==> config.mk <==
export PLATFORM = sky130hd
export DESIGN_NAME = write_merge
export DESIGN_NICKNAME = d
export VERILOG_FILES = /design/src/hw/ua_pkg.sv /design/src/hw/write_merge.sv
export SDC_FILE = /design/constraint.sdc
export NUM_CORES = 1
export LEC_CHECK = 0
export ABC_AREA = 0
export BUFFER_PORTS_ARGS = -buffer_cell sky130_fd_sc_hd__buf_4
export CAP_MARGIN = 10
export CORE_AREA = 4 4 74 76
export DETAILED_ROUTE_END_ITERATION = 12
export DIE_AREA = 0 0 78 80
export PLACE_DENSITY = 0.79
export SLEW_MARGIN = 20
export SYNTH_ARGS = -nofsm -noshare
export SYNTH_HDL_FRONTEND = slang
export SYNTH_SLANG_ARGS = --single-unit
==> constraint.sdc <==
create_clock -name vclk -period 1.8
set_input_delay 0.27 -clock vclk [all_inputs]
set_output_delay 0.27 -clock vclk [all_outputs]
set_load 0.01 [all_outputs]
==> src/hw/ua_pkg.sv <==
package ua_pkg;

    // byte and word geometry
    localparam int BYTE_W     = 8;
    localparam int WORD_BYTES = 4;
    localparam int WORD_W     = BYTE_W * WORD_BYTES;
    localparam int ADDR_W     = 32;

    // low address bits select the byte lane, the rest select the word
    localparam int OFFSET_W = $clog2(WORD_BYTES);
    localparam int INDEX_W  = ADDR_W - OFFSET_W;

    typedef logic [WORD_W-1:0]   word_t;
    typedef logic [WORD_BYTES-1:0] strb_t;
    typedef logic [OFFSET_W-1:0] offset_t;
    typedef logic [ADDR_W-1:0]   addr_t;
    typedef logic [INDEX_W-1:0]  index_t;

    // two adjacent words, hi above lo, little-endian byte order
    typedef logic [2*WORD_W-1:0] window_t;

    // request as seen on the external port
    typedef struct packed {
        logic  write;
        addr_t addr;
        word_t wdata;
        strb_t strb;
    } req_t;

    // one word access to the internal memory
    typedef struct packed {
        logic   write;
        index_t index;
        word_t  wdata;
    } mem_cmd_t;

    typedef enum logic [2:0] {
        IDLE,
        READ_LO,
        READ_HI,
        WAIT_HI,
        WRITE_LO,
        WRITE_HI,
        RESPOND
    } seq_state_t;

    // byte lane of the addressed byte
    function automatic offset_t addr_offset(addr_t addr);
        return addr[OFFSET_W-1:0];
    endfunction

    // word index holding the addressed byte
    function automatic index_t addr_index(addr_t addr);
        return addr[ADDR_W-1:OFFSET_W];
    endfunction

endpackage

==> src/hw/write_merge.sv <==
`timescale 1ns/1ps

module write_merge (
    input  ua_pkg::req_t  req_q,
    input  ua_pkg::word_t lo_q,
    input  ua_pkg::word_t hi_q,
    output ua_pkg::word_t new_lo,
    output ua_pkg::word_t new_hi
);
    import ua_pkg::*;

    // one strobe bit per byte of the two word window
    typedef logic [2*WORD_BYTES-1:0] wstrb_t;

    offset_t offset;
    window_t old_window;
    window_t new_data;
    wstrb_t  new_strb;
    window_t merged;

    assign offset     = addr_offset(req_q.addr);
    assign old_window = {hi_q, lo_q};

    // move write bytes and strobes up to the addressed lane
    assign new_data = window_t'(req_q.wdata) << (int'(offset) * BYTE_W);
    assign new_strb = wstrb_t'(req_q.strb) << offset;

    always_comb begin
        merged = old_window;
        // strobed bytes replace the old ones, others keep memory contents
        for (int b = 0; b < 2*WORD_BYTES; b++) begin
            if (new_strb[b]) begin
                merged[b*BYTE_W +: BYTE_W] = new_data[b*BYTE_W +: BYTE_W];
            end
        end
    end

    // lower half goes back to the low word, upper half to the next word
    assign new_lo = merged[WORD_W-1:0];
    assign new_hi = merged[2*WORD_W-1:WORD_W];

    // with a zero offset the whole strobe lands in the low word
    // and new_hi is just hi_q unchanged, so it is never written back

endmodule

Word-level counts from Yosys, hierarchy flattened
Index checks and enable logic that the tools add are counted.
{"block": "word_totals", "reg_bits": 0, "output_inout_bits": 64, "elab_cells": 10}
{"block": "op_classes", "shifts": 2, "n_mux": 8}
{"cell": "$mux 8", "n": 8}
{"cell": "$shl 32x5->64", "n": 1}
{"cell": "$shl 4x2->8", "n": 1}

Depth between registers and ports, before layout
{"block": "logic_depth", "ltp_word": 2, "mapped_depth": 6}

Least setup slack after synthesis
No wires, ideal clock.
{"block": "synth_timing", "path_kind": "input to output", "startpoint": "input req_q[37] (netlist name)", "endpoint": "output new_lo[31]", "t_arrival_ns": 1.311, "required_ns": 1.530, "slack_ns": 0.219, "path_stages": 4, "path_buffers": 2, "path_cell_list": "buf_6 -> mux4_2 -> buf_6 -> mux2i_1"}
{"block": "synth_between", "elab_chain_len": 2, "elab_cells_between_ends": 3, "cone_classes": "2 x shift; 1 x mux"}
{"item": "from (decl)", "line_no": "write_merge.sv:4", "source": "input ua_pkg::req_t req_q,"}
{"item": "$shl 32x5->64 / $shl 4x2->8 (equally long branches)", "line_no": "write_merge.sv:25, write_merge.sv:26"}
{"item": "$mux 8 (*)", "line_no": "write_merge.sv:32", "source": "if (new_strb[b]) begin"}
{"item": "to (decl)", "line_no": "write_merge.sv:7", "source": "output ua_pkg::word_t new_lo,"}
Every way passes the cells marked *; elsewhere a longest branch is shown, timed or not.

Worst setup path after layout
{"block": "layout_timing", "startpoint": "input req_q[36] (netlist name)", "endpoint": "output new_hi[3]"}
{"block": "layout_between", "elab_chain_len": 2, "elab_cells_between_ends": 3, "cone_classes": "2 x shift; 1 x mux"}
{"item": "$shl 32x5->64 / $shl 4x2->8 (equally long branches)", "line_no": "write_merge.sv:25, write_merge.sv:26"}
{"item": "$mux 8 (*)", "line_no": "write_merge.sv:32"}
{"item": "to (decl)", "line_no": "write_merge.sv:8", "source": "output ua_pkg::word_t new_hi"}
Marked as above.

==> impl_metrics.json <==
{
  "outcome": "finished clean",
  "overflow": 0,
  "grt_setup_unrepaired": "true",
  "finalNonFillerCells": 380,
  "ctsHoldBuffers": 0,
  "cp_data_arrival_time_ns": 1.52,
  "synth-warning-count": 0,
  "synth_top_area_frac": 0.3883,
  "top_layer_used": "met4",
  "synth_area_per_cell_sq_um": 8.789,
  "route.met3.wl_um": 601,
  "synth_area_leaders": "mux2_2, mux2i_1, o2bb2ai_1",
  "wl_per_cell_um": 17.70,
  "final_cell_mix": "buf_4, mux2_2, mux2i_1",
  "max_freq_mhz": 557.3,
  "swShare": 0.4121,
  "min_period_ns": 1.794,
  "ys_seq_area_frac": 0,
  "seq_cell_count": 0,
  "final_common_cell": "buf_4",
  "leakage_nw": 1.338,
  "slowest_delay_ns": 0.46,
  "die_w_um": 78,
  "relSlewSlack": 0.6769,
  "crit_type": "in -> out",
  "setup_viol": 0,
  "first_pass_iters": 4,
  "power-per-cell-area_mw_per_mm2": 306.7,
  "path_cells": "buf_6 > mux2i_1 > o21ai_4 > mux2_2 > buf_4",
  "syn_nets": 298,
  "rows": 25,
  "synth_cell_type_count": 28,
  "seqPwrFrac": 0,
  "power_frac_comb": 1.000,
  "crit_slowest_cell": "mux2i_1",
  "dp_hpwl_um": 5490,
  "cp.required_ns": 1.53,
  "cap_viol_max_count": 0,
  "die-area_sq_mm": 0.006240,
  "final-seq-area_sq_um": 0,
  "worst_slack_ns": 0.005550,
  "portBuffers": 150,
  "wl_met2_um": 3450,
  "antenna_found_initial": 0,
  "synth_top_area_cell": "mux2_2",
  "fin_crit_sh": 0.9969,
  "dp_cells": 373,
  "slew_viol_final": 0,
  "grt_pass1_vias": 2062,
  "vias": 1910,
  "netlist_instances": 165,
  "internal_power_mw": 0.4948,
  "core_sq_mm": 0.004723,
  "final_hold_viol_count": 0,
  "place_congestion": 0.7766,
  "end_kind": "output port",
  "placed_cell_area_sq_mm": 0.002636,
  "grt_usage": 0.2011,
  "die_h_um": 80,
  "drc": 0,
  "drive_gt1_frac": 0.7412,
  "boundaryPins": 197,
  "total_power_mw": 0.8415,
  "antenna_left": 0,
  "switchingPower_mw": 0.3468,
  "wl_met1_um": 2573,
  "drt-total-wl_um": 6725,
  "worstHoldPathType": "in -> out",
  "cp_max_fo": 10,
  "critPathLaunch": "req_q[36]",
  "nets": 448,
  "worstMarginPinSlew_ns": 0.4712,
  "area_growth_pct": 89.21,
  "start_kind": "input pin",
  "cp-endpoint": "new_hi[3]",
  "floorplan.initialDensity": 0.3070,
  "via_per_inst": 5.026,
  "drt_iter0_drc": 45,
  "fin_tns_setup_ns": 0,
  "design_area_sq_mm": 0.002744,
  "pre_cts_slack_ns": -0.1263,
  "nClkBuffers": 0,
  "diodes": 0,
  "clkPwrFrac": 0,
  "ir_drop_mv": 0.1483,
  "grt_pass1_wl_um": 10210,
  "grt_max_degree": 23,
  "syn_area_sq_mm": 0.001450
}
==> through the flow <==
| stage | hold WS, ns | util |
|---|---|---|
| 3_5_place_dp | 0.5401 | 0.5581 |
| 5_1_grt | 0.5400 | 0.5809 |
| 2_1_floorplan | 0.6318 | - |
| 4_1_cts | 0.5401 | 0.5743 |
| 6_report | 0.5400 | 0.5809 |
| 3_3_place_gp | 0.5401 | 0.5581 |
==> synth_stat cells, drive strengths merged <==
cell type,count
mux2,51
mux4,1
a21oi,7
a31o,7
nor2b,4
nand2,9
nand3b,2
a22o,1
buf,17
a31oi,7
mux2i,19
nor3b,1
clkbuf,5
nor2,1
o2bb2ai,13
nand3,1
o21ai,2
o22ai,1
and2b,5
inv,3
a22oi,1
or2,7
==> power groups by stage <==
stage	Sequential (mW)	Clock, mW	Combinational, mW
2_1_floorplan	0	0	0.405
3_3_place_gp	0	0	0.806
3_5_place_dp	0	0	0.815
4_1_cts	0	0	0.841
5_1_grt	0	0	0.906
6_report	0	0	0.842
==> kinds of logic after synthesis <==
kind of cell,Yosys count,share of synthesized area
multiplexers,71,0.5453
AO/OA/AOI/OAI,39,0.2028
AND/OR/NAND/NOR,30,0.1346
buffers and inverters,25,0.1173
==> final cells by class <==
type | instances | area (sq um)
timing repair buffer | 169 | 1321
inverter | 3 | 11.26
multi-input combinational | 141 | 1328
tap | 67 | 83.83
fill | 455 | 1979
==> worst max-delay path, delay by kind of cell <==
family	cells	cell delay, ns
compound gates	1	0.19
buf+inv	2	0.29
mux	2	0.78
==> metal layers <==
| layer | global-route usage | up-vias |
|---|---|---|
| li1 | - | 923 |
| met4 | 0.03497 | 0 |
| met5 | 0 | - |
| met1 | 0.2341 | 867 |
| met3 | 0.03950 | 8 |
| met2 | 0.3818 | 112 |
==> what timing repair did <==
item | CTS | global route
gates resized for setup | 6 | 4
endpoints found under the setup margin | 22 | 28
pin swaps | 0 | 0
hold endpoints to repair | 0 | 0
gates cloned | 1 | 0
setup buffers | 4 | 2
==> worst min path at each step <==
stage	from	endpoint	cells after the start
finish	hi_q[27]	new_hi[27]	0
global placement	hi_q[26]	new_hi[26]	0
floorplan	hi_q[24]	new_hi[24]	1
CTS	hi_q[26]	new_hi[26]	0
detailed placement	hi_q[26]	new_hi[26]	0
global route	hi_q[27]	new_hi[27]	0
(Power assumes the default switching activity.)
