==> src/hw/ua_pkg.sv <==
package ua_pkg;

    // byte and word geometry
    localparam int BYTE_W     = 8;
    localparam int WORD_BYTES = 4;
    localparam int WORD_W     = BYTE_W * WORD_BYTES;
    localparam int ADDR_W     = 32;

    // low address bits select the byte lane, the rest select the word
    localparam int OFFSET_W = $clog2(WORD_BYTES);
    localparam int INDEX_W  = ADDR_W - OFFSET_W;

    typedef logic [WORD_W-1:0]   word_t;
    typedef logic [WORD_BYTES-1:0] strb_t;
    typedef logic [OFFSET_W-1:0] offset_t;
    typedef logic [ADDR_W-1:0]   addr_t;
    typedef logic [INDEX_W-1:0]  index_t;

    // two adjacent words, hi above lo, little-endian byte order
    typedef logic [2*WORD_W-1:0] window_t;

    // request as seen on the external port
    typedef struct packed {
        logic  write;
        addr_t addr;
        word_t wdata;
        strb_t strb;
    } req_t;

    // one word access to the internal memory
    typedef struct packed {
        logic   write;
        index_t index;
        word_t  wdata;
    } mem_cmd_t;

    typedef enum logic [2:0] {
        IDLE,
        READ_LO,
        READ_HI,
        WAIT_HI,
        WRITE_LO,
        WRITE_HI,
        RESPOND
    } seq_state_t;

    // byte lane of the addressed byte
    function automatic offset_t addr_offset(addr_t addr);
        return addr[OFFSET_W-1:0];
    endfunction

    // word index holding the addressed byte
    function automatic index_t addr_index(addr_t addr);
        return addr[ADDR_W-1:OFFSET_W];
    endfunction

endpackage

==> src/hw/read_realign.sv <==
`timescale 1ns/1ps

module read_realign (
    input  ua_pkg::req_t  req_q,
    input  ua_pkg::word_t lo_q,
    input  ua_pkg::word_t hi_q,
    output ua_pkg::word_t rdata_aligned
);
    import ua_pkg::*;

    window_t window;
    offset_t offset;

    assign offset = addr_offset(req_q.addr);

    // hi word sits above lo word, so byte n of the window is
    // byte n of lo for n < 4 and byte n-4 of hi otherwise
    assign window = {hi_q, lo_q};

    always_comb begin
        rdata_aligned = '0;
        // result byte i comes from window byte offset+i
        for (int i = 0; i < WORD_BYTES; i++) begin
            rdata_aligned[i*BYTE_W +: BYTE_W] =
                window[(int'(offset) + i)*BYTE_W +: BYTE_W];
        end
    end

    // at offset 0 this picks lo_q as is, and hi_q is never looked at
    // offset 3 takes the top byte of lo and the low three bytes of hi

endmodule

==> config.mk <==
export PLATFORM = sky130hd
export DESIGN_NAME = read_realign
export DESIGN_NICKNAME = d
export VERILOG_FILES = /design/src/hw/ua_pkg.sv /design/src/hw/read_realign.sv
export SDC_FILE = /design/constraint.sdc
export NUM_CORES = 1
export LEC_CHECK = 0
export BUFFER_PORTS_ARGS = -buffer_cell sky130_fd_sc_hd__buf_2
export CORE_AREA = 2 2 63 65
export DETAILED_ROUTE_END_ITERATION = 8
export DIE_AREA = 0 0 65 67
export MAX_ROUTING_LAYER = met4
export PLACE_DENSITY = 0.77
export SLEW_MARGIN = 15
export SYNTH_ARGS = -nofsm -noshare
export SYNTH_HDL_FRONTEND = slang
export SYNTH_SLANG_ARGS = --single-unit
==> constraint.sdc <==
create_clock -name vclk -period 1.06
set_input_delay 0.053 -clock vclk [all_inputs]
set_output_delay 0.053 -clock vclk [all_outputs]
set_load 0.005 [all_outputs]
# Word-level counts from Yosys, hierarchy flattened
# Cells that the tools add are included.
[word_totals]
word_cells = 7
mem_bits_ro = 0
inputBits = 133
register_bits = 0
latchBits = 0
ramBits = 0
memories = 0
[classes]
eq_ne = 0
n_shift = 4
muxes = 0
addsub = 3
mul = 0
reduce_logical = 0
div_mod_pow = 0
order_cmp = 0
bitwise_logic = 0
[op_table]
columns = ["cell", "n"]
rows = [
  ["indexed part select 64 x 7 -> 8 bit", 3],
  ["indexed part select 64 x 6 -> 8 bit", 1],
  ["adder 2 x 2 -> 3 bit, second input constant", 2],
  ["adder 2 x 1 -> 3 bit, second input constant", 1],
]

# Depth between registers and ports, before layout
# Gate-level depths: netlist (run 1).
[depth]
word_depth = 2
depth_mapped = 4

# Worst setup path after synthesis (run 1)
# Ideal clock, no wire load.
[synth_path]
path_kind = "in2out"
from = "in req_q[37] (netlist bit)"
to = "out rdata_aligned[16]"
path_slack_ns = 0.198
n_path_buf = 2
t_arrival_ns = 0.809
stages = 3
cell_sequence = "buf_6 buf_6 mux4_2"
[synth_between]
elab_chain_cells = 2
[synth_rtl]
columns = ["item", "line_no", "rtl"]
rows = [
  ["from (decl)", "read_realign.sv:4", "input ua_pkg::req_t req_q,"],
  ["adder 2 x 2 -> 3 bit", "read_realign.sv:25", "window[(int'(offset) + i)*BYTE_W +: BYTE_W];"],
  ["indexed part select 64 x 7 -> 8 bit", "read_realign.sv:25", ""],
  ["to (decl)", "read_realign.sv:7", "output ua_pkg::word_t rdata_aligned"],
]
# Every way passes these cells.

# Worst setup path after layout (run 1)
[layout_path]
from = "in req_q[37] (netlist bit)"
to = "out rdata_aligned[19]"
# Same word-level chain as after synthesis.

==> results of run 1 <==
-- synthesized netlist by cell type --
cell and n:
buf_12 2, buf_4 2, buf_6 4, mux4_1 1
mux4_2 31
-- through the flow --
| stage | instance area, um2 | power (W) | cells | setup TNS (ns) | worst slack (ns) |
|---|---|---|---|---|---|
| detailed placement | 1338 | 0.0006004 | 177 | -0.2782 | -0.06147 |
| global route | 1466 | 0.0007072 | 185 | -0.002478 | -0.002478 |
| floorplan | 824.5 | 0.0003233 | 40 | 0 | 0.1985 |
| global placement | 1338 | 0.0005871 | 177 | -0.1281 | -0.04207 |
| CTS | 1375 | 0.0006207 | 178 | 0 | 0.009834 |
| finish | 1466 | 0.0006530 | 185 | 0 | 0.04029 |
-- logic make-up (layout without fill, tap and decap cells) --
family / after synthesis / in the layout / synth area share, %
muxes: 32 / 32 / 87.86
buffers and inverters: 8 / 105 / 12.14
-- final cells by class --
cell class / count / area, um2 / area share [%]
well taps: 48 / 60.06 / 4.096
repair buffers: 105 / 685.7 / 46.76
multi-input cells: 32 / 720.7 / 49.15
-- worst paths after layout --
check	from	to	slack (ns)
max	req_q[37]	rdata_aligned[19]	0.04
min	lo_q[6]	rdata_aligned[6]	0.49
-- power by group --
group          switching (W)  internal [W]
clock                      0             0
combinational       0.000226      0.000427
sequential                 0             0
total               0.000226      0.000427
-- timing repair --
| action | 4_1_cts | 5_1_grt |
|---|---|---|
| gates resized for setup | 4 | 4 |
| buffers inserted | 0 | 5 |
| endpoints found under the setup margin | 16 | 16 |
| cloned | 1 | 2 |
-- layer usage --
layer / GRT usage (%) / wire length (um) / share of wire [%]
met1: 14.15 / 1098 / 39
met2: 23.07 / 1500 / 53
met3: 0.3378 / 236 / 8.3
met4: 0 / 0 / 0
met5: - / 0 / 0
==> qor.yml, run 1 <==
setup_path:
  worstSetupEndpointType: "primary output"
  cp_num_buf_inv: 3
  critPathTopFamily: "multiplexers"
  critical_path_class: "input pin to primary output"
  cp_max_fo: 11
  cp_slowest_stage_delay_ns: 0.49
  cp.required_ns: 1.01
  cp.depth: 4
  critPathSlowestCell: "mux4_2"
  cp-start-kind: "input pin"
  critPathArrivalTime_ns: 0.97
  crit_chain: "buf_4 -> buf_12 -> mux4_2 -> buf_2"
timing:
  hold_violations: 0
  holdWs_ns: 0.4875
  slew_viol_final: 0
  period_share_pct: 96.20
  finalSetupViolCount: 0
  worst_slew_margin_rel_pct: 93.72
  tightest_slew_ns: 0.09416
  fmax_mhz: 980.7
  timing.final.crit_period_ns: 1.020
yosys:
  synthTopCellsByArea: "mux4_2 85%, buf_6 5.5%, buf_12 4.9%"
  syn_nets: 173
  synth_top_area_cell: "mux4_2"
  avgSynthCellArea_um2: 20.61
  syn_inst: 40
  synth_cell_types: 5
  yosysSeqAreaShare_pct: 0
  syn_area_um2: 824.5
  synth_top_area_share_pct: 84.67
  yosys_warnings: 0
final_layout:
  seq_cells: 0
  num_antenna_cells: 0
  utilization_pct: 40.67
  final_common_cell: "buf_2"
  fill_cells: 359
  n_clock_buffer: 0
  final_nets: 272
  final_layout_size_suffix_gt1_share_pct: 100.0
  area_growth_pct: 77.85
  seqCellArea_um2: 0
  final_cell_mix: "88 x buf_2, 32 x mux4_2, 9 x buf_4, 5 x buf_12, 2 x clkbuf_16"
drt:
  dr.pass1.iters: 2
  routed_wl_mm: 2.834
  antenna_left: 0
  vias_per_cell: 4.897
  via_count: 906
  drc_errors: 0
  wire_per_inst_um: 15.32
  drt-initial-drc-count: 46
status:
  status: "complete, no violations"
floorplanning:
  fp.coreArea_um2: 3606
  initial_utilization_pct: 22.87
  rows: 22
  dieHeight_um: 67
  io_pins: 165
  die_w_um: 65
  dieArea_um2: 4355
global_route:
  first_global_vias: 831
  overflow: 0
  grt_pass1_wl_mm: 3.960
  grt_max_degree: 18
  antenna_found_initial: 0
  gr-usage-all-layers_pct: 11.70
flow_run:
  cap_violations: 0
power:
  ir_drop_uv: 192.7
  leakage_nw: 0.6776
  p_per_area_nw_per_um2: 445.3
min_path:
  min_path_cells: 3
  hold_path_class: "input pin to primary output"
place:
  io_buffer_count: 90
  place_congestion: 0.6973
clock_network:
  cts.hold.buffers_added: 0
Note: power is estimated with default switching activity, not from simulation.
==> run 2, diff against run 1 <==
--- a/config.mk
+++ b/config.mk
@@ -10,7 +10,7 @@
 export DETAILED_ROUTE_END_ITERATION = 8
 export DIE_AREA = 0 0 65 67
 export MAX_ROUTING_LAYER = met4
-export PLACE_DENSITY = 0.77
+export PLACE_DENSITY = 0.84
 export SLEW_MARGIN = 15
 export SYNTH_ARGS = -nofsm -noshare
 export SYNTH_HDL_FRONTEND = slang
==> qor.yml, run 2 (synthesized netlist as in run 1, its figures left out) <==
setup_path:
  cp_max_fo: 10  # was 11
  critPathSlowestCell: "mux4_2"  # unchanged
  cp_common_cell: "buf_2"
  cp_slowest_stage_delay_ns: 0.50  # was 0.49 ns
  worstSetupEndpointType: "primary output"  # unchanged
  critPathArrivalTime_ns: 0.98  # was 0.97 ns
  critical_path_class: "input pin to primary output"  # unchanged
  critPathTopFamily: "multiplexers"  # unchanged
  cp-start-kind: "input pin"  # unchanged
  cp.required_ns: 1.01  # about the same
  cp_num_buf_inv: 3  # unchanged
  crit_chain: "buf_2 -> buf_12 -> mux4_2 -> buf_2"  # was buf_4 -> buf_12 -> mux4_2 -> buf_2
final_layout:
  num_antenna_cells: 0  # unchanged
  final_cells: 188  # was 185
  seq_cells: 0  # unchanged
  final_common_cell: "buf_2"  # unchanged
  n_clock_buffer: 0  # unchanged
  final_cell_mix: "89 x buf_2, 31 x mux4_2, 11 x buf_4, 3 x buf_12"  # was 88 x buf_2, 32 x mux4_2, 9 x buf_4, 5 x buf_12, 2 x clkbuf_16
  seqCellArea_um2: 0  # unchanged
  final_layout_size_suffix_gt1_share_pct: 99.29  # was 100.0%
  utilization_pct: 41.12  # was 40.67%
  fill_cells: 360  # was 359
  area_growth_pct: 79.82  # was 77.85%
  final_nets: 275  # was 272
place:
  place_congestion: 0.6825  # was 0.6973
  placed_cells: 177  # unchanged
  io_buffer_count: 90  # unchanged
  preCtsSetupSlack_ns: -0.06561  # was -0.06147 ns
  dpl.hpwl_mm: 2.372
timing:
  period_share_pct: 96.99  # was 96.20%
  tightest_slew_ns: 0.1115  # was 0.09416 ns
  holdWs_ns: 0.4889  # was 0.4875 ns
  timing.final.crit_period_ns: 1.028  # was 1.020 ns
  fmax_mhz: 972.7  # was 980.7 MHz
  slew_viol_final: 0  # unchanged
  hold_violations: 0  # unchanged
  finalSetupViolCount: 0  # unchanged
  worst_slew_margin_rel_pct: 92.57  # was 93.72%
  rsz0062_at_grt: "false"
  layout_setup_ws_ns: 0.03190  # was 0.04029 ns
floorplanning:
  dieArea_um2: 4355  # unchanged
  dieHeight_um: 67  # unchanged
  die_w_um: 65  # unchanged
  fp.coreArea_um2: 3606  # unchanged
  rows: 22  # unchanged
  io_pins: 165  # unchanged
  initial_utilization_pct: 22.87  # unchanged
global_route:
  grt_max_degree: 14  # was 18
  gr-usage-all-layers_pct: 12.59  # was 11.70%
  antenna_found_initial: 0  # unchanged
  overflow: 0  # unchanged
  grt_pass1_wl_mm: 4.284  # was 3.960 mm
  first_global_vias: 902  # was 831
status:
  status: "complete, no violations"  # unchanged
power:
  p_per_area_nw_per_um2: 444.1  # was 445.3 nW/um2
  ir_drop_uv: 162.3  # was 192.7 uV
  leakage_nw: 0.6917  # was 0.6776 nW
  power.total_w: 0.0006585  # was 0.0006530 W
drt:
  via_count: 924  # was 906
  routed_wl_mm: 2.932  # was 2.834 mm
  wire_per_inst_um: 15.60  # was 15.32 um
  drc_errors: 0  # unchanged
  dr.pass1.iters: 4  # was 2
  drt-initial-drc-count: 13  # was 46
  antenna_left: 0  # unchanged
  vias_per_cell: 4.915  # was 4.897
min_path:
  hold_path_class: "input pin to primary output"  # unchanged
flow_run:
  cap_violations: 0  # unchanged
-- run 2: changes by cell type in the layout (fill, tap and decap cells not counted) --
cell | previous run | this run
buf_8 | 0 | 2
mux4_1 | 0 | 1
buf_12 | 5 | 3
buf_16 | 1 | 2
buf_2 | 88 | 89
buf_4 | 9 | 11
clkbuf_16 | 2 | 1
mux4_2 | 32 | 31
-- run 2: final timing paths --
check | slack [ns] | from | endpoint | cells past startpoint
setup / recovery | 0.03 | req_q[37] | rdata_aligned[20] | 4
hold / removal | 0.49 | hi_q[20] | rdata_aligned[28] | 3
-- run 2: tightest hold or removal path: stages --
cell and delay, ns:
buf_2 0.07, mux4_2 0.21, buf_2 0.10
-- run 2: per-layer routing --
metal	global-route usage, %	vias up	wire (um)
met4	0	0	0
met3	0.5068	0	195
li1	-	412	-
met5	-	-	0
met1	14.88	462	1089
met2	25.13	50	1648
-- run 2: per-stage QoR --
step           instance area (um2)  setup TNS [ns]
2_1_floorplan                824.5               0
3_3_place_gp                  1325         -0.7782
3_5_place_dp                  1325         -0.9825
4_1_cts                       1394               0
5_1_grt                       1483               0
6_report                      1483               0
-- run 2: repair_timing --
action                                  4_1_cts  5_1_grt
endpoints found under the setup margin       22       10
setup buffers                                 0        8
cloned                                        2        1
hold buffers                                  0        0
resized for setup                             6        1
-- run 2: layout make-up --
| class | count | area (um2) | area share (%) |
|---|---|---|---|
| tap | 48 | 60.06 | 4.051 |
| timing repair buffer | 108 | 698.2 | 47.09 |
| multi-input combinational | 32 | 724.4 | 48.86 |
-- run 2: report_power, final --
group	leakage [nW]	internal [W]	switching (W)
Sequential	0	0	0
Combinational	0.692	0.000430	0.000229
Clock	0	0	0
Total	0.692	0.000430	0.000229
==> run 3, diff against run 2 <==
--- a/config.mk
+++ b/config.mk
@@ -11,6 +11,7 @@
 export DIE_AREA = 0 0 65 67
 export MAX_ROUTING_LAYER = met4
 export PLACE_DENSITY = 0.84
+export SETUP_SLACK_MARGIN = 0.15
 export SLEW_MARGIN = 15
 export SYNTH_ARGS = -nofsm -noshare
 export SYNTH_HDL_FRONTEND = slang
==> qor.yml, run 3 (synthesized netlist as in run 1, its figures left out) <==
final_layout:
  seqCellArea_um2: 0  # unchanged
  n_clock_buffer: 0  # unchanged
  final_common_cell: "buf_2"  # unchanged
  utilization_pct: 42.82  # was 41.12%
  num_antenna_cells: 0  # unchanged
  seq_cells: 0  # unchanged
  area_growth_pct: 87.25  # was 79.82%
  final_cell_mix: "86 x buf_2, 31 x mux4_2, 9 x buf_4, 6 x buf_12"  # was 89 x buf_2, 31 x mux4_2, 11 x buf_4, 3 x buf_12
  final_nets: 275  # unchanged
  final_layout_size_suffix_gt1_share_pct: 99.29  # unchanged
  final_cells: 188  # unchanged
power:
  p_per_area_nw_per_um2: 448.4  # was 444.1 nW/um2
  ir_drop_uv: 164.4  # was 162.3 uV
  leakage_nw: 0.7145  # was 0.6917 nW
timing:
  slew_viol_final: 0  # unchanged
  layout_setup_ws_ns: 0.06422  # was 0.03190 ns
  tns_ns: 0  # unchanged
  fmax_mhz: 1004  # was 972.7 MHz
  timing.final.crit_period_ns: 0.9958  # was 1.028 ns
  holdWs_ns: 0.4888  # was 0.4889 ns
  period_share_pct: 93.94  # was 96.99%
  hold_violations: 0  # unchanged
  worst_slew_margin_rel_pct: 93.82  # was 92.57%
  rsz0062_at_grt: "true"  # was false
  tightest_slew_ns: 0.09263  # was 0.1115 ns
  finalSetupViolCount: 0  # unchanged
global_route:
  antenna_found_initial: 0  # unchanged
  grt_max_degree: 10  # was 14
  overflow: 0  # unchanged
  gr-usage-all-layers_pct: 13.36  # was 12.59%
  first_global_vias: 948  # was 902
  grt_pass1_wl_mm: 4.505  # was 4.284 mm
setup_path:
  critical_path_class: "input pin to primary output"  # unchanged
  cp.required_ns: 1.01  # about the same
  cp_max_fo: 6  # was 10
  critPathArrivalTime_ns: 0.94  # was 0.98 ns
  worstSetupEndpointType: "primary output"  # unchanged
  cp-start-kind: "input pin"  # unchanged
drt:
  vias_per_cell: 5.011  # was 4.915
  dr.pass1.iters: 2  # was 4
  drt-initial-drc-count: 12  # was 13
  via_count: 942  # was 924
  routed_wl_mm: 2.951  # was 2.932 mm
  wire_per_inst_um: 15.70  # was 15.60 um
  antenna_left: 0  # unchanged
  drc_errors: 0  # unchanged
place:
  preCtsSetupSlack_ns: -0.06561  # unchanged
  dpl.hpwl_mm: 2.372  # unchanged
  placed_cells: 177  # unchanged
  io_buffer_count: 90  # unchanged
  place_congestion: 0.6825  # unchanged
floorplanning:
  initial_utilization_pct: 22.87  # unchanged
  dieHeight_um: 67  # unchanged
  dieArea_um2: 4355  # unchanged
  io_pins: 165  # unchanged
  die_w_um: 65  # unchanged
  fp.coreArea_um2: 3606  # unchanged
  rows: 22  # unchanged
min_path:
  hold_path_end: "rdata_aligned[5]"  # was rdata_aligned[28]
  min_path_cells: 3  # unchanged
  hold_start: "lo_q[5]"  # was hi_q[20]
  hold_path_class: "input pin to primary output"  # unchanged
clock_network:
  cts.hold.buffers_added: 0  # unchanged
flow_run:
  cap_violations: 0  # unchanged
status:
  status: "complete, no violations"  # unchanged
run 3: final cells by class:
cell class / instances / area [um2]
Tap cell: 48 / 60.06
Timing Repair Buffer: 108 / 759.5
Multi-Input combinational cell: 32 / 724.4
Fill cell: 345 / 2062
run 3: repair_timing:
| action | 4_1_cts | 5_1_grt |
|---|---|---|
| endpoints found under the setup margin | 32 | 32 |
| gates resized for setup | 15 | 2 |
| cloned | 3 | 1 |
| setup buffers | 7 | 0 |
run 3: worst max path at each step:
stage,start,cells after the start,slack [ns],end
after floorplan,req_q[37],3,0.20,rdata_aligned[16]
after global placement,req_q[36],4,-0.05,rdata_aligned[29]
after detailed placement,req_q[36],4,-0.07,rdata_aligned[18]
after CTS,req_q[36],4,0.05,rdata_aligned[18]
after global routing,req_q[36],4,0.03,rdata_aligned[2]
final,req_q[36],4,0.06,rdata_aligned[27]
run 3: metrics by stage:
stage          cell area [um2]  total power [W]
4_1_cts                   1508        0.0006841
6_report                  1544        0.0006923
3_3_place_gp              1325        0.0005797
5_1_grt                   1544        0.0007437
2_1_floorplan            824.5        0.0003233
3_5_place_dp              1325        0.0005963
run 3: critical path, stage by stage:
cell	delay [ns]
buf_12	0.11
buf_12	0.13
mux4_2	0.51
buf_6	0.13
run 3: per-layer routing:
layer | vias to the layer above | wire length, um | global-route usage [%]
met5 | - | 0 | -
li1 | 416 | - | -
met4 | 0 | 0 | 0
met3 | 0 | 201 | 0.5068
met1 | 476 | 1136 | 16.54
met2 | 50 | 1613 | 25.77
run 3: report_power, final:
| group | switching [W] | internal (W) |
|---|---|---|
| sequential | 0 | 0 |
| combinational | 0.000234 | 0.000458 |
| clock | 0 | 0 |
| total | 0.000234 | 0.000458 |
