<file path="config.mk">
export PLATFORM = sky130hd
export DESIGN_NAME = access_sequencer
export DESIGN_NICKNAME = d
export VERILOG_FILES = /design/src/hw/ua_pkg.sv /design/src/hw/access_sequencer.sv
export SDC_FILE = /design/constraint.sdc
export NUM_CORES = 1
export LEC_CHECK = 0
export BUFFER_PORTS_ARGS = -buffer_cell sky130_fd_sc_hd__buf_2
export CORE_AREA = 10 10 158 160
export DETAILED_ROUTE_END_ITERATION = 7
export DIE_AREA = 0 0 168 170
export PLACE_DENSITY = 0.61
export SLEW_MARGIN = 40
export SYNTH_ARGS = -nofsm -noshare
export SYNTH_HDL_FRONTEND = slang
export SYNTH_SLANG_ARGS = --single-unit
</file>
<file path="constraint.sdc">
create_clock -name clk -period 3.7 [get_ports clk]
set_input_delay 0.37 -clock clk [delete_from_list [all_inputs] [get_ports clk]]
set_output_delay 0.37 -clock clk [all_outputs]
set_load 0.005 [all_outputs]
</file>
<file path="src/hw/ua_pkg.sv">
package ua_pkg;

    // byte and word geometry
    localparam int BYTE_W     = 8;
    localparam int WORD_BYTES = 4;
    localparam int WORD_W     = BYTE_W * WORD_BYTES;
    localparam int ADDR_W     = 32;

    // low address bits select the byte lane, the rest select the word
    localparam int OFFSET_W = $clog2(WORD_BYTES);
    localparam int INDEX_W  = ADDR_W - OFFSET_W;

    typedef logic [WORD_W-1:0]   word_t;
    typedef logic [WORD_BYTES-1:0] strb_t;
    typedef logic [OFFSET_W-1:0] offset_t;
    typedef logic [ADDR_W-1:0]   addr_t;
    typedef logic [INDEX_W-1:0]  index_t;

    // two adjacent words, hi above lo, little-endian byte order
    typedef logic [2*WORD_W-1:0] window_t;

    // request as seen on the external port
    typedef struct packed {
        logic  write;
        addr_t addr;
        word_t wdata;
        strb_t strb;
    } req_t;

    // one word access to the internal memory
    typedef struct packed {
        logic   write;
        index_t index;
        word_t  wdata;
    } mem_cmd_t;

    typedef enum logic [2:0] {
        IDLE,
        READ_LO,
        READ_HI,
        WAIT_HI,
        WRITE_LO,
        WRITE_HI,
        RESPOND
    } seq_state_t;

    // byte lane of the addressed byte
    function automatic offset_t addr_offset(addr_t addr);
        return addr[OFFSET_W-1:0];
    endfunction

    // word index holding the addressed byte
    function automatic index_t addr_index(addr_t addr);
        return addr[ADDR_W-1:OFFSET_W];
    endfunction

endpackage

</file>
<file path="src/hw/access_sequencer.sv">
`timescale 1ns/1ps

module access_sequencer (
    input  logic             clk,
    input  logic             rst_n,
    input  logic             req_valid,
    output logic             req_ready,
    input  ua_pkg::req_t     req,
    output logic             rsp_valid,
    input  logic             rsp_ready,
    output ua_pkg::word_t    rsp_rdata,
    output logic             mem_cmd_valid,
    output ua_pkg::mem_cmd_t mem_cmd,
    input  ua_pkg::word_t    mem_rdata,
    input  logic             mem_rdata_valid,
    output ua_pkg::req_t     req_q,
    output ua_pkg::word_t    lo_q,
    output ua_pkg::word_t    hi_q,
    input  ua_pkg::word_t    rdata_aligned,
    input  ua_pkg::word_t    new_lo,
    input  ua_pkg::word_t    new_hi
);
    import ua_pkg::*;

    seq_state_t state;
    seq_state_t state_nxt;
    logic       accept;
    logic       unaligned_q;
    logic       load_rsp;
    index_t     index_lo;
    index_t     index_hi;

    // aligned write with every byte enabled needs no old data
    function automatic logic full_aligned_write(req_t r);
        return r.write && (addr_offset(r.addr) == '0) && (&r.strb);
    endfunction

    // only IDLE takes new requests
    assign req_ready = (state == IDLE);
    assign accept    = req_valid && req_ready;

    assign unaligned_q = (addr_offset(req_q.addr) != '0);

    // second word of an unaligned access, memory wraps it by depth
    assign index_lo = addr_index(req_q.addr);
    assign index_hi = index_lo + index_t'(1);

    // first cycle in RESPOND captures the realigned word
    assign load_rsp = (state == RESPOND) && !rsp_valid;

    always_comb begin
        state_nxt = state;
        case (state)
            IDLE: begin
                if (accept) begin
                    state_nxt = full_aligned_write(req) ? WRITE_LO : READ_LO;
                end
            end
            READ_LO: begin
                // low word arrives here
                if (mem_rdata_valid) begin
                    if (unaligned_q) begin
                        state_nxt = READ_HI;
                    end else if (req_q.write) begin
                        state_nxt = WRITE_LO;
                    end else begin
                        state_nxt = RESPOND;
                    end
                end
            end
            READ_HI: begin
                state_nxt = WAIT_HI;
            end
            WAIT_HI: begin
                if (mem_rdata_valid) begin
                    state_nxt = req_q.write ? WRITE_LO : RESPOND;
                end
            end
            WRITE_LO: begin
                state_nxt = unaligned_q ? WRITE_HI : IDLE;
            end
            WRITE_HI: begin
                state_nxt = IDLE;
            end
            RESPOND: begin
                if (rsp_valid && rsp_ready) begin
                    state_nxt = IDLE;
                end
            end
            default: begin
                state_nxt = IDLE;
            end
        endcase
    end

    // memory commands
    always_comb begin
        mem_cmd_valid = 1'b0;
        mem_cmd       = '0;
        case (state)
            IDLE: begin
                // low word read goes out together with the accept
                mem_cmd_valid = accept && !full_aligned_write(req);
                mem_cmd.index = addr_index(req.addr);
            end
            READ_HI: begin
                mem_cmd_valid = 1'b1;
                mem_cmd.index = index_hi;
            end
            WRITE_LO: begin
                mem_cmd_valid = 1'b1;
                mem_cmd.write = 1'b1;
                mem_cmd.index = index_lo;
                // full strobe overwrites every lo_q byte even when nothing was fetched
                mem_cmd.wdata = new_lo;
            end
            WRITE_HI: begin
                mem_cmd_valid = 1'b1;
                mem_cmd.write = 1'b1;
                mem_cmd.index = index_hi;
                mem_cmd.wdata = new_hi;
            end
            default: begin
                mem_cmd_valid = 1'b0;
            end
        endcase
    end

    always_ff @(posedge clk) begin
        if (!rst_n) begin
            state     <= IDLE;
            rsp_valid <= 1'b0;
        end else begin
            state <= state_nxt;
            // valid held until the consumer takes the word
            if (load_rsp) begin
                rsp_valid <= 1'b1;
            end else if (rsp_valid && rsp_ready) begin
                rsp_valid <= 1'b0;
            end
        end
    end

    // captured request, fetched words and response data
    always_ff @(posedge clk) begin
        if (accept) begin
            req_q <= req;
        end
        if ((state == READ_LO) && mem_rdata_valid) begin
            lo_q <= mem_rdata;
        end
        if ((state == WAIT_HI) && mem_rdata_valid) begin
            hi_q <= mem_rdata;
        end
        if (load_rsp) begin
            rsp_rdata <= rdata_aligned;
        end
    end

endmodule

</file>
Word-level counts from Yosys, hierarchy flattened
Cells that the tools add are included.
{"block": "op_classes", "n_addsub": 1, "reduce_logical": 19, "n_mux": 15, "eq_ne": 10}
{"op": "one-hot mux 30 bit (3 select lines)", "count": 1}
{"op": "one-hot mux 32 bit (2 select lines)", "count": 1}
{"op": "adder 30 x 1 -> 30 bit, second input constant", "count": 1}
{"op": "two-way mux 3 bit", "count": 7}
{"op": "one-hot mux 3 bit (6 select lines)", "count": 1}
{"op": "equality test 3 bit, second input constant", "count": 3}
{"op": "logical AND 1 bit", "count": 8}
{"op": "AND reduction 4 bit", "count": 2}
{"op": "equality test 3 x 2 -> 1 bit, second input constant", "count": 2}
{"op": "!= test 2 x 1 -> 1 bit, second input constant", "count": 2}
{"op": "!= test 2 bit, second input constant", "count": 2}
{"op": "nonzero test 2 bit", "count": 2}
{"op": "OR reduction 2 bit", "count": 2}
{"op": "equality test 3 x 1 -> 1 bit, second input constant", "count": 1}
{"op": "logical NOT 3 bit", "count": 1}
{"op": "two-way mux 1 bit", "count": 3}
{"op": "OR reduction 3 bit", "count": 1}
{"op": "logical NOT 1 bit", "count": 2}
{"op": "logical NOT 2 bit", "count": 1}
{"op": "two-way mux 2 bit", "count": 1}
{"op": "one-hot mux 1 bit (2 select lines)", "count": 1}
{"block": "totals", "wordCells": 54, "output_inout_bits": 231, "ff_bits": 169, "in_bits": 202}

Depth between registers and ports, before layout
Gate-level depths: netlist of the first run.
{"block": "depth", "ltp_word": 6, "mapped_depth": 9, "ltp_nobuf": 6}

Worst setup path before layout of the first run
Ideal clock, no wire load.
{"block": "synth_timing", "kind": "reg-to-reg", "from": "reg state[2]", "to": "reg req_q[0] (netlist bit), enable pin", "setup_time_ps": 435, "period_less_slack_ps": 3061, "arrival_time_ps": 2626, "path_buffers": 3, "stages_incl_launch_ff": 6, "required_ps": 3265, "path_slack_ps": 639, "path_cell_list": "dfxtp_1 -> clkbuf_1 -> inv_1 -> buf_6 -> clkbuf_1 -> and3_1"}
{"block": "synth_via", "elab_chain_cells": 2}
{"item": "start: declaration", "line_no": "access_sequencer.sv:25", "text": "seq_state_t state;"}
{"item": "start signal: assignment", "line_no": "access_sequencer.sv:134", "text": "state <= state_nxt;"}
{"item": "logical NOT 3 bit", "line_no": "access_sequencer.sv:39", "text": "assign req_ready = (state == IDLE);"}
{"item": "logical AND 1 bit", "line_no": "access_sequencer.sv:40", "text": "assign accept = req_valid && req_ready;"}
{"item": "end signal: assignment", "line_no": "access_sequencer.sv:147", "text": "req_q <= req;"}
{"item": "end: declaration", "line_no": "access_sequencer.sv:16", "text": "output ua_pkg::req_t req_q,"}
Every way passes these cells.
A chain may end at the register's enable or synchronous reset.

==> reports/metrics.csv, run 1 <==
stage,metric,value,unit
run_status,status,completed,
timing,Worst Skew,0.01172,ns
timing,minimum clock period,3.225,ns
min_path,Hold Startpoint,req[21],
floorplanning,Die Y,170,um
floorplanning,Die Area,0.02856,mm^2
clock_network,Post-CTS Setup Bufs,0,
finish,Fill cells,2006,
setup_path,WP data required,3.33,ns
finish,register area,0.005035,mm^2
floorplanning,cell row count,54,
setup_path,cells on worst reg2reg path,6,
synth,Yosys cell types,61,
timing,fin crit share,87.16,%
timing,worst-margin pin slew,0.7823,ns
timing,setup TNS,0,ns
min_path,hold path depth,1,
route,drt pass-1 iters,5,
route,ANT nets after route,0,
route,initial detailed-routing violation count,527,
job,number of max-cap violations,0,
clock_network,total CTS buffers,17,
synth,Synth area leader,edfxtp_1,
timing,worst rel slew slack,47.79,%
clock_network,hold_buf cts,0,
min_path,hold-critical path endpoint,req_q[21]$_DFFE_PN_,
route,via/cell ratio,5.226,
synth,most frequent cells after synthesis,"165 x edfxtp_1, 37 x nor2_1, 32 x a22o_1",
synth,ranking of synthesized cells by area,"edfxtp_1 66%, a22o_1 3.7%, o21ai_0 2.0%, nor2_1 1.9%, buf_6 1.7%",
route,Top Metal Used,met5,
global_route,grt ovf,0,
setup_path,Critical Path Fanout Max,10,
global_route,pin count of the biggest net entering global routing,40,
synth,number of flops mapped to enable cells by yosys,165,
power_and_ir_drop,pwr/cell area,466.0,mW/mm^2
global_route,initial antenna violation count,3,
timing,RSZ-0062 raised after global routing,false,
setup_path,reg2reg end,rsp_rdata[1]$_DFFE_PP_,
setup_path,Reg2Reg Setup Slack,1.20,ns
synth,Yosys Warn Count,0,
power_and_ir_drop,static leakage,0.004416,uW
synth,syn_nets,748,
synth,"count leader, synth",edfxtp_1,
global_route,GRT Total Usage,19.40,%
synth,Synth Flop Type,edfxtp_1,
finish,share of layout cells above drive strength 1,50.35,%
route,via count,6632,
synth,Post-Syn Instances,545,
placed_design,IO buf count,432,
clock_network,clk sinks,169,
synth,"Cell Area, Synth",0.007486,mm^2
finish,area occupied by multi-input gates,0.002181,mm^2
synth,"FF+latch count, synth",169,
global_route,vias in the first global route,6659,
setup_path,crit start category,flip-flop,
clock_network,root buf cell,clkbuf_16,
clock_network,Clock transition at path regs,0.08,ns
clock_network,post-CTS sizing,0,
timing,Final setup viols,0,
timing,Slew Limit Fails,0,
min_path,Hold Crit Class,in2reg,
route,Avg WL per Cell,23.19,um
timing,Hold Fails Final Rpt,0,
synth,post-synthesis average cell area,13.74,um^2
finish,fin nets,1177,
route,DR WL met2,15560,um
timing,FMAX,0.3101,GHz
setup_path,Worst EP arrival,2.86,ns
finish,post-route cell area,0.01051,mm^2
finish,area delta synth->final,40.43,%
power_and_ir_drop,VDD IR max,256.5,uV
route,M1 WL,10260,um
global_route,first-pass GRT wire length,42260,um
synth,post-synthesis sequential area ratio,67.26,%
clock_network,CTS tree,yes,
route,Remaining DRCs,0,
synth,top-area cell type share of the netlist area,66.19,%
timing,WHS,0.1059,ns
floorplanning,Initial Util,34.52,%
route,DRT Wirelength,29430,um
clock_network,Longest Clk Path Bufs,2,
floorplanning,I/O pin total,433,
setup_path,CP endpoint kind,output pin,
placed_design,GPL Wtd Cong,0.9755,
placed_design,placed cell area,0.009903,mm^2
placed_design,DP HPWL,23630,um
setup_path,Reg-to-Reg Start,state[1]$_SDFFE_PN0P_,
floorplanning,Die W,168,um
synth,Async SR Flop Fraction,0,%
setup_path,kind of critical path,reg2out,
floorplanning,CORE AREA,0.02169,mm^2
clock_network,CTS H-tree depth,4,
route,Met3 Routed Length,2752,um
clock_network,"Clk Latency, worst-skew pair",0.43,ns
==> cells in the final DEF (no fill, tap or decap), drive strengths merged, types with 3 or more instances in the layout <==
cell,Yosys,final
buf,20,450
edfxtp,165,165
nor2,37,37
a22o,32,32
o21ai,30,30
a21oi,22,22
nand3,20,20
nand2,19,19
clkbuf,20,17
nor3,15,15
and3,14,14
nand4,13,13
inv,6,13
mux2i,12,12
nor4,8,8
xor2,7,7
a31oi,7,7
xnor2,7,7
a22oi,6,6
o211ai,6,6
and4,6,6
clkinv,0,6
or4,5,5
a311o,5,5
o22ai,5,5
or3,4,4
a211oi,4,4
dfxtp,4,4
nand2b,3,3
nor2b,3,3
o31ai,3,3
a311oi,3,3
a2111oi,3,3
==> how the worst max path moves through the flow <==
| stage | startpoint | to | slack (ns) |
|---|---|---|---|
| floorplan | state[2]$_SDFFE_PN0P_ | req_q[0]$_DFFE_PN_ | 0.64 |
| global placement | req_q[44]$_DFFE_PN_ | mem_cmd[61] | 0.97 |
| detailed placement | req_q[44]$_DFFE_PN_ | mem_cmd[49] | 0.97 |
| CTS | req_q[44]$_DFFE_PN_ | mem_cmd[53] | 0.49 |
| global route | req_q[44]$_DFFE_PN_ | mem_cmd[61] | 0.24 |
| finish | req_q[44]$_DFFE_PN_ | mem_cmd[61] | 0.47 |
==> metal layers <==
layer,up-vias,track usage (%)
li1,3044,-
met1,3136,20.25
met2,403,34.70
met3,47,7.256
met4,2,7.532
met5,-,0
==> cell type report <==
cell class,instances,area share [%]
multi-input cells,330,20.75
well taps,280,3.333
clock inverters,15,1.678
diodes,2,0.04761
inverters,6,0.2142
clock buffers,17,4.047
repair buffers,450,22.04
flip-flops and latches,169,47.89
==> where the power goes <==
group          internal [uW]  total, uW  switching (uW)
Sequential              2240       2340            97.4
Combinational            328        769             442
Clock                    914       1790             880
Total                   3480       4900            1420
==> logic make-up after synthesis <==
kind of cell    synth area share (%)
xor+xnor                       1.638
flops                          67.26
simple gates                   11.48
compound gates                 13.82
buf+inv                        4.028
fa+ha+maj                     0.1671
mux                            1.605
==> through the flow <==
step	setup WS, ns	utilization, %	power [uW]	cells
after floorplan	0.6391	-	2714	545
after global placement	0.9713	45.59	3143	1234
after detailed placement	0.9658	45.66	3156	1235
after CTS	0.4893	48.44	4954	1267
after global routing	0.2359	48.47	5116	1269
final	0.4749	48.47	4899	1269
==> registers in the layout, indices dropped and copies added (netlist names) <==
register and count:
hi_q 32, rsp_valid 1, req_q 69, state 3
rsp_rdata 32, lo_q 32
==> worst max-delay path, stage by stage (launching register included) <==
cell and delay (ns):
edfxtp_1 0.56, nand4_4 0.23, nor4_1 0.56, nand4_1 0.33, or4_1 0.54, nand3_1 0.10
buf_2 0.12
(Power assumes the default switching activity.)
==> run 2: changes to the inputs <==
--- a/config.mk
+++ b/config.mk
@@ -6,10 +6,13 @@
 export NUM_CORES = 1
 export LEC_CHECK = 0
 export BUFFER_PORTS_ARGS = -buffer_cell sky130_fd_sc_hd__buf_2
-export CORE_AREA = 10 10 158 160
+export CELL_PAD_IN_SITES_DETAIL_PLACEMENT = 1
+export CELL_PAD_IN_SITES_GLOBAL_PLACEMENT = 2
+export CORE_ASPECT_RATIO = 0.7
+export CORE_MARGIN = 10
+export CORE_UTILIZATION = 27
 export DETAILED_ROUTE_END_ITERATION = 7
-export DIE_AREA = 0 0 168 170
-export PLACE_DENSITY = 0.61
+export PLACE_DENSITY = 0.77
 export SLEW_MARGIN = 40
 export SYNTH_ARGS = -nofsm -noshare
 export SYNTH_HDL_FRONTEND = slang
==> run 2 against run 1 <==
Net effect: non-clock buffer count rose by 2; first-iteration DRC count fell by 6.6%; total power rose by 2.0%; via count barely moved; register-to-register slack improved by 0.13 ns; routed wire length rose by 11%; core utilization fell by 9.0 points; critical endpoint unchanged; count of clock-buffer cells in the layout did not move; highest routed layer unchanged.
==> reports/metrics.csv, run 2 (synthesis results as in run 1) <==
stage,metric,value,unit,change
route,via/cell ratio,4.903,,-6.2%
route,Avg WL per Cell,24.04,um,+3.6%
timing,fin crit share,89.21,%,+2.0 points
timing,setup TNS,0,ns,unchanged
setup_path,crit start category,flip-flop,,
route,via count,6638,,+0.090%
setup_path,WP data required,3.33,ns,about the same
timing,Hold Fails Final Rpt,0,,unchanged
finish,area delta synth->final,42.59,%,
clock_network,CTS H-tree depth,4,,unchanged
power_and_ir_drop,VDD IR max,294.0,uV,+15%
clock_network,Longest Clk Path Bufs,2,,unchanged
floorplanning,Die Area,0.03489,mm^2,+22%
global_route,vias in the first global route,6813,,+2.3%
clock_network,Clock transition at path regs,0.08,ns,about the same
min_path,Hold Startpoint,req[13],,
clock_network,post-CTS sizing,0,,unchanged
timing,Final setup viols,0,,unchanged
power_and_ir_drop,static leakage,0.004445,uW,+0.66%
route,Remaining DRCs,0,,unchanged
floorplanning,Die Y,159.3,um,-6.3%
finish,fin nets,1179,,+0.17%
timing,worst rel slew slack,54.07,%,+6.3 points
power_and_ir_drop,Final Power,4997,uW,+2.0%
global_route,grt ovf,0,,unchanged
finish,share of layout cells above drive strength 1,50.56,%,+0.20 points
timing,Slew Limit Fails,0,,unchanged
clock_network,total CTS buffers,17,,unchanged
clock_network,"Clk Latency, worst-skew pair",0.44,ns,about the same
floorplanning,cell row count,50,,-7.4%
finish,most frequent cells in the layout,"432 x buf_2, 165 x edfxtp_1, 32 x a22o_1, 32 x nor2_1, 30 x o21ai_0",,
finish,Largest Register,req_q,,
floorplanning,Die W,219.0,um,+30%
power_and_ir_drop,pwr/cell area,468.2,mW/mm^2,+0.46%
setup_path,Critical Path Start,req_q[44]$_DFFE_PN_,,
setup_path,kind of critical path,reg2out,,
clock_network,root buf cell,clkbuf_16,,
setup_path,CP endpoint kind,output pin,,
route,drt pass-1 iters,5,,unchanged
global_route,GRT Total Usage,17.65,%,-1.8 points
route,initial detailed-routing violation count,492,,-6.6%
clock_network,CTS tree,yes,,
timing,worst-margin pin slew,0.6890,ns,-0.09332 ns
floorplanning,I/O pin total,433,,unchanged
finish,"commonest non-fill, non-tap cell in the layout",buf_2,,
min_path,Hold Crit Class,in2reg,,
finish,Fill cells,3061,,+53%
setup_path,Worst EP arrival,2.93,ns,+0.07 ns
min_path,hold path depth,1,,unchanged
finish,register area,0.005035,mm^2,unchanged
route,ANT nets after route,0,,unchanged
setup_path,Reg-to-Reg Start,state[2]$_SDFFE_PN0P_,,
placed_design,GPL Wtd Cong,0.8115,,-17%
finish,final core occ,39.50,%,-9.0 points
clock_network,hold_buf cts,0,,unchanged
timing,minimum clock period,3.301,ns,+0.07579 ns
route,DRT Wirelength,32540,um,+11%
timing,Worst Skew,0.01384,ns,+0.002122 ns
floorplanning,CORE AREA,0.02703,mm^2,+25%
placed_design,DP HPWL,26270,um,+11%
floorplanning,Initial Util,27.70,%,-6.8 points
finish,max reg flops,69,,unchanged
placed_design,IO buf count,432,,unchanged
setup_path,cells on worst reg2reg path,3,,-3
global_route,first-pass GRT wire length,46080,um,+9.0%
timing,RSZ-0062 raised after global routing,false,,
clock_network,Post-CTS Setup Bufs,0,,unchanged
placed_design,dpl ws,0.7554,ns,-0.2104 ns
clock_network,clk sinks,169,,unchanged
timing,FMAX,0.3030,GHz,-2.3%
setup_path,Critical Path Fanout Max,10,,unchanged
run_status,status,completed,,
finish,area occupied by multi-input gates,0.002178,mm^2,-0.11%
global_route,initial antenna violation count,4,,+1
timing,final worst slack,0.3991,ns,-0.07579 ns
job,number of max-cap violations,0,,unchanged
global_route,pin count of the biggest net entering global routing,42,,+5.0%
## run 2: where the power goes
part           leakage, uW  total [uW]  switching, uW  internal (uW)
Combinational      0.00259         792            460            331
Clock             0.000301        1870            930            940
Sequential         0.00156        2340           97.3           2240
## run 2: final timing paths
check                          endpoint  slack [ns]
setup / recovery            mem_cmd[61]        0.40
hold / removal      req_q[13]$_DFFE_PN_        0.11
setup reg to reg     req_q[1]$_DFFE_PN_        1.33
hold reg to reg   state[1]$_SDFFE_PN0P_        0.58
## run 2: worst max-delay path, stage by stage, from the launching register on
cell and delay (ns):
edfxtp_1 0.58, nand4_4 0.24, nor4_2 0.51, nand4_1 0.36, or4_1 0.55, nand3_1 0.12
buf_2 0.14
## run 2: layer usage
metal,GRT usage [%],share of wire [%],vias to the layer above
met4,3.470,0.73,6
li1,-,-,3046
met3,6.256,9.3,17
met1,19.62,39,3256
met5,0,0.11,-
met2,31.69,51,313
## run 2: layout make-up
cell class | count | area share (%)
Antenna cell | 1 | 0.02344
Clock buffer | 17 | 3.985
Clock inverter | 15 | 1.969
Inverter | 6 | 0.2110
Multi-Input combinational cell | 330 | 20.41
Sequential cell | 169 | 47.17
Tap cell | 364 | 4.267
Timing Repair Buffer | 452 | 21.97
## run 2: per-stage QoR
stage                     hold WS, ns  cells  instance area (um^2)
final                          0.1119   1354                 10670
after global routing          0.07682   1354                 10670
after CTS                     0.07941   1353                 10670
after detailed placement       0.5488   1321                 10030
after global placement         0.5461   1320                 10000
after floorplan                0.4689    545                  7486
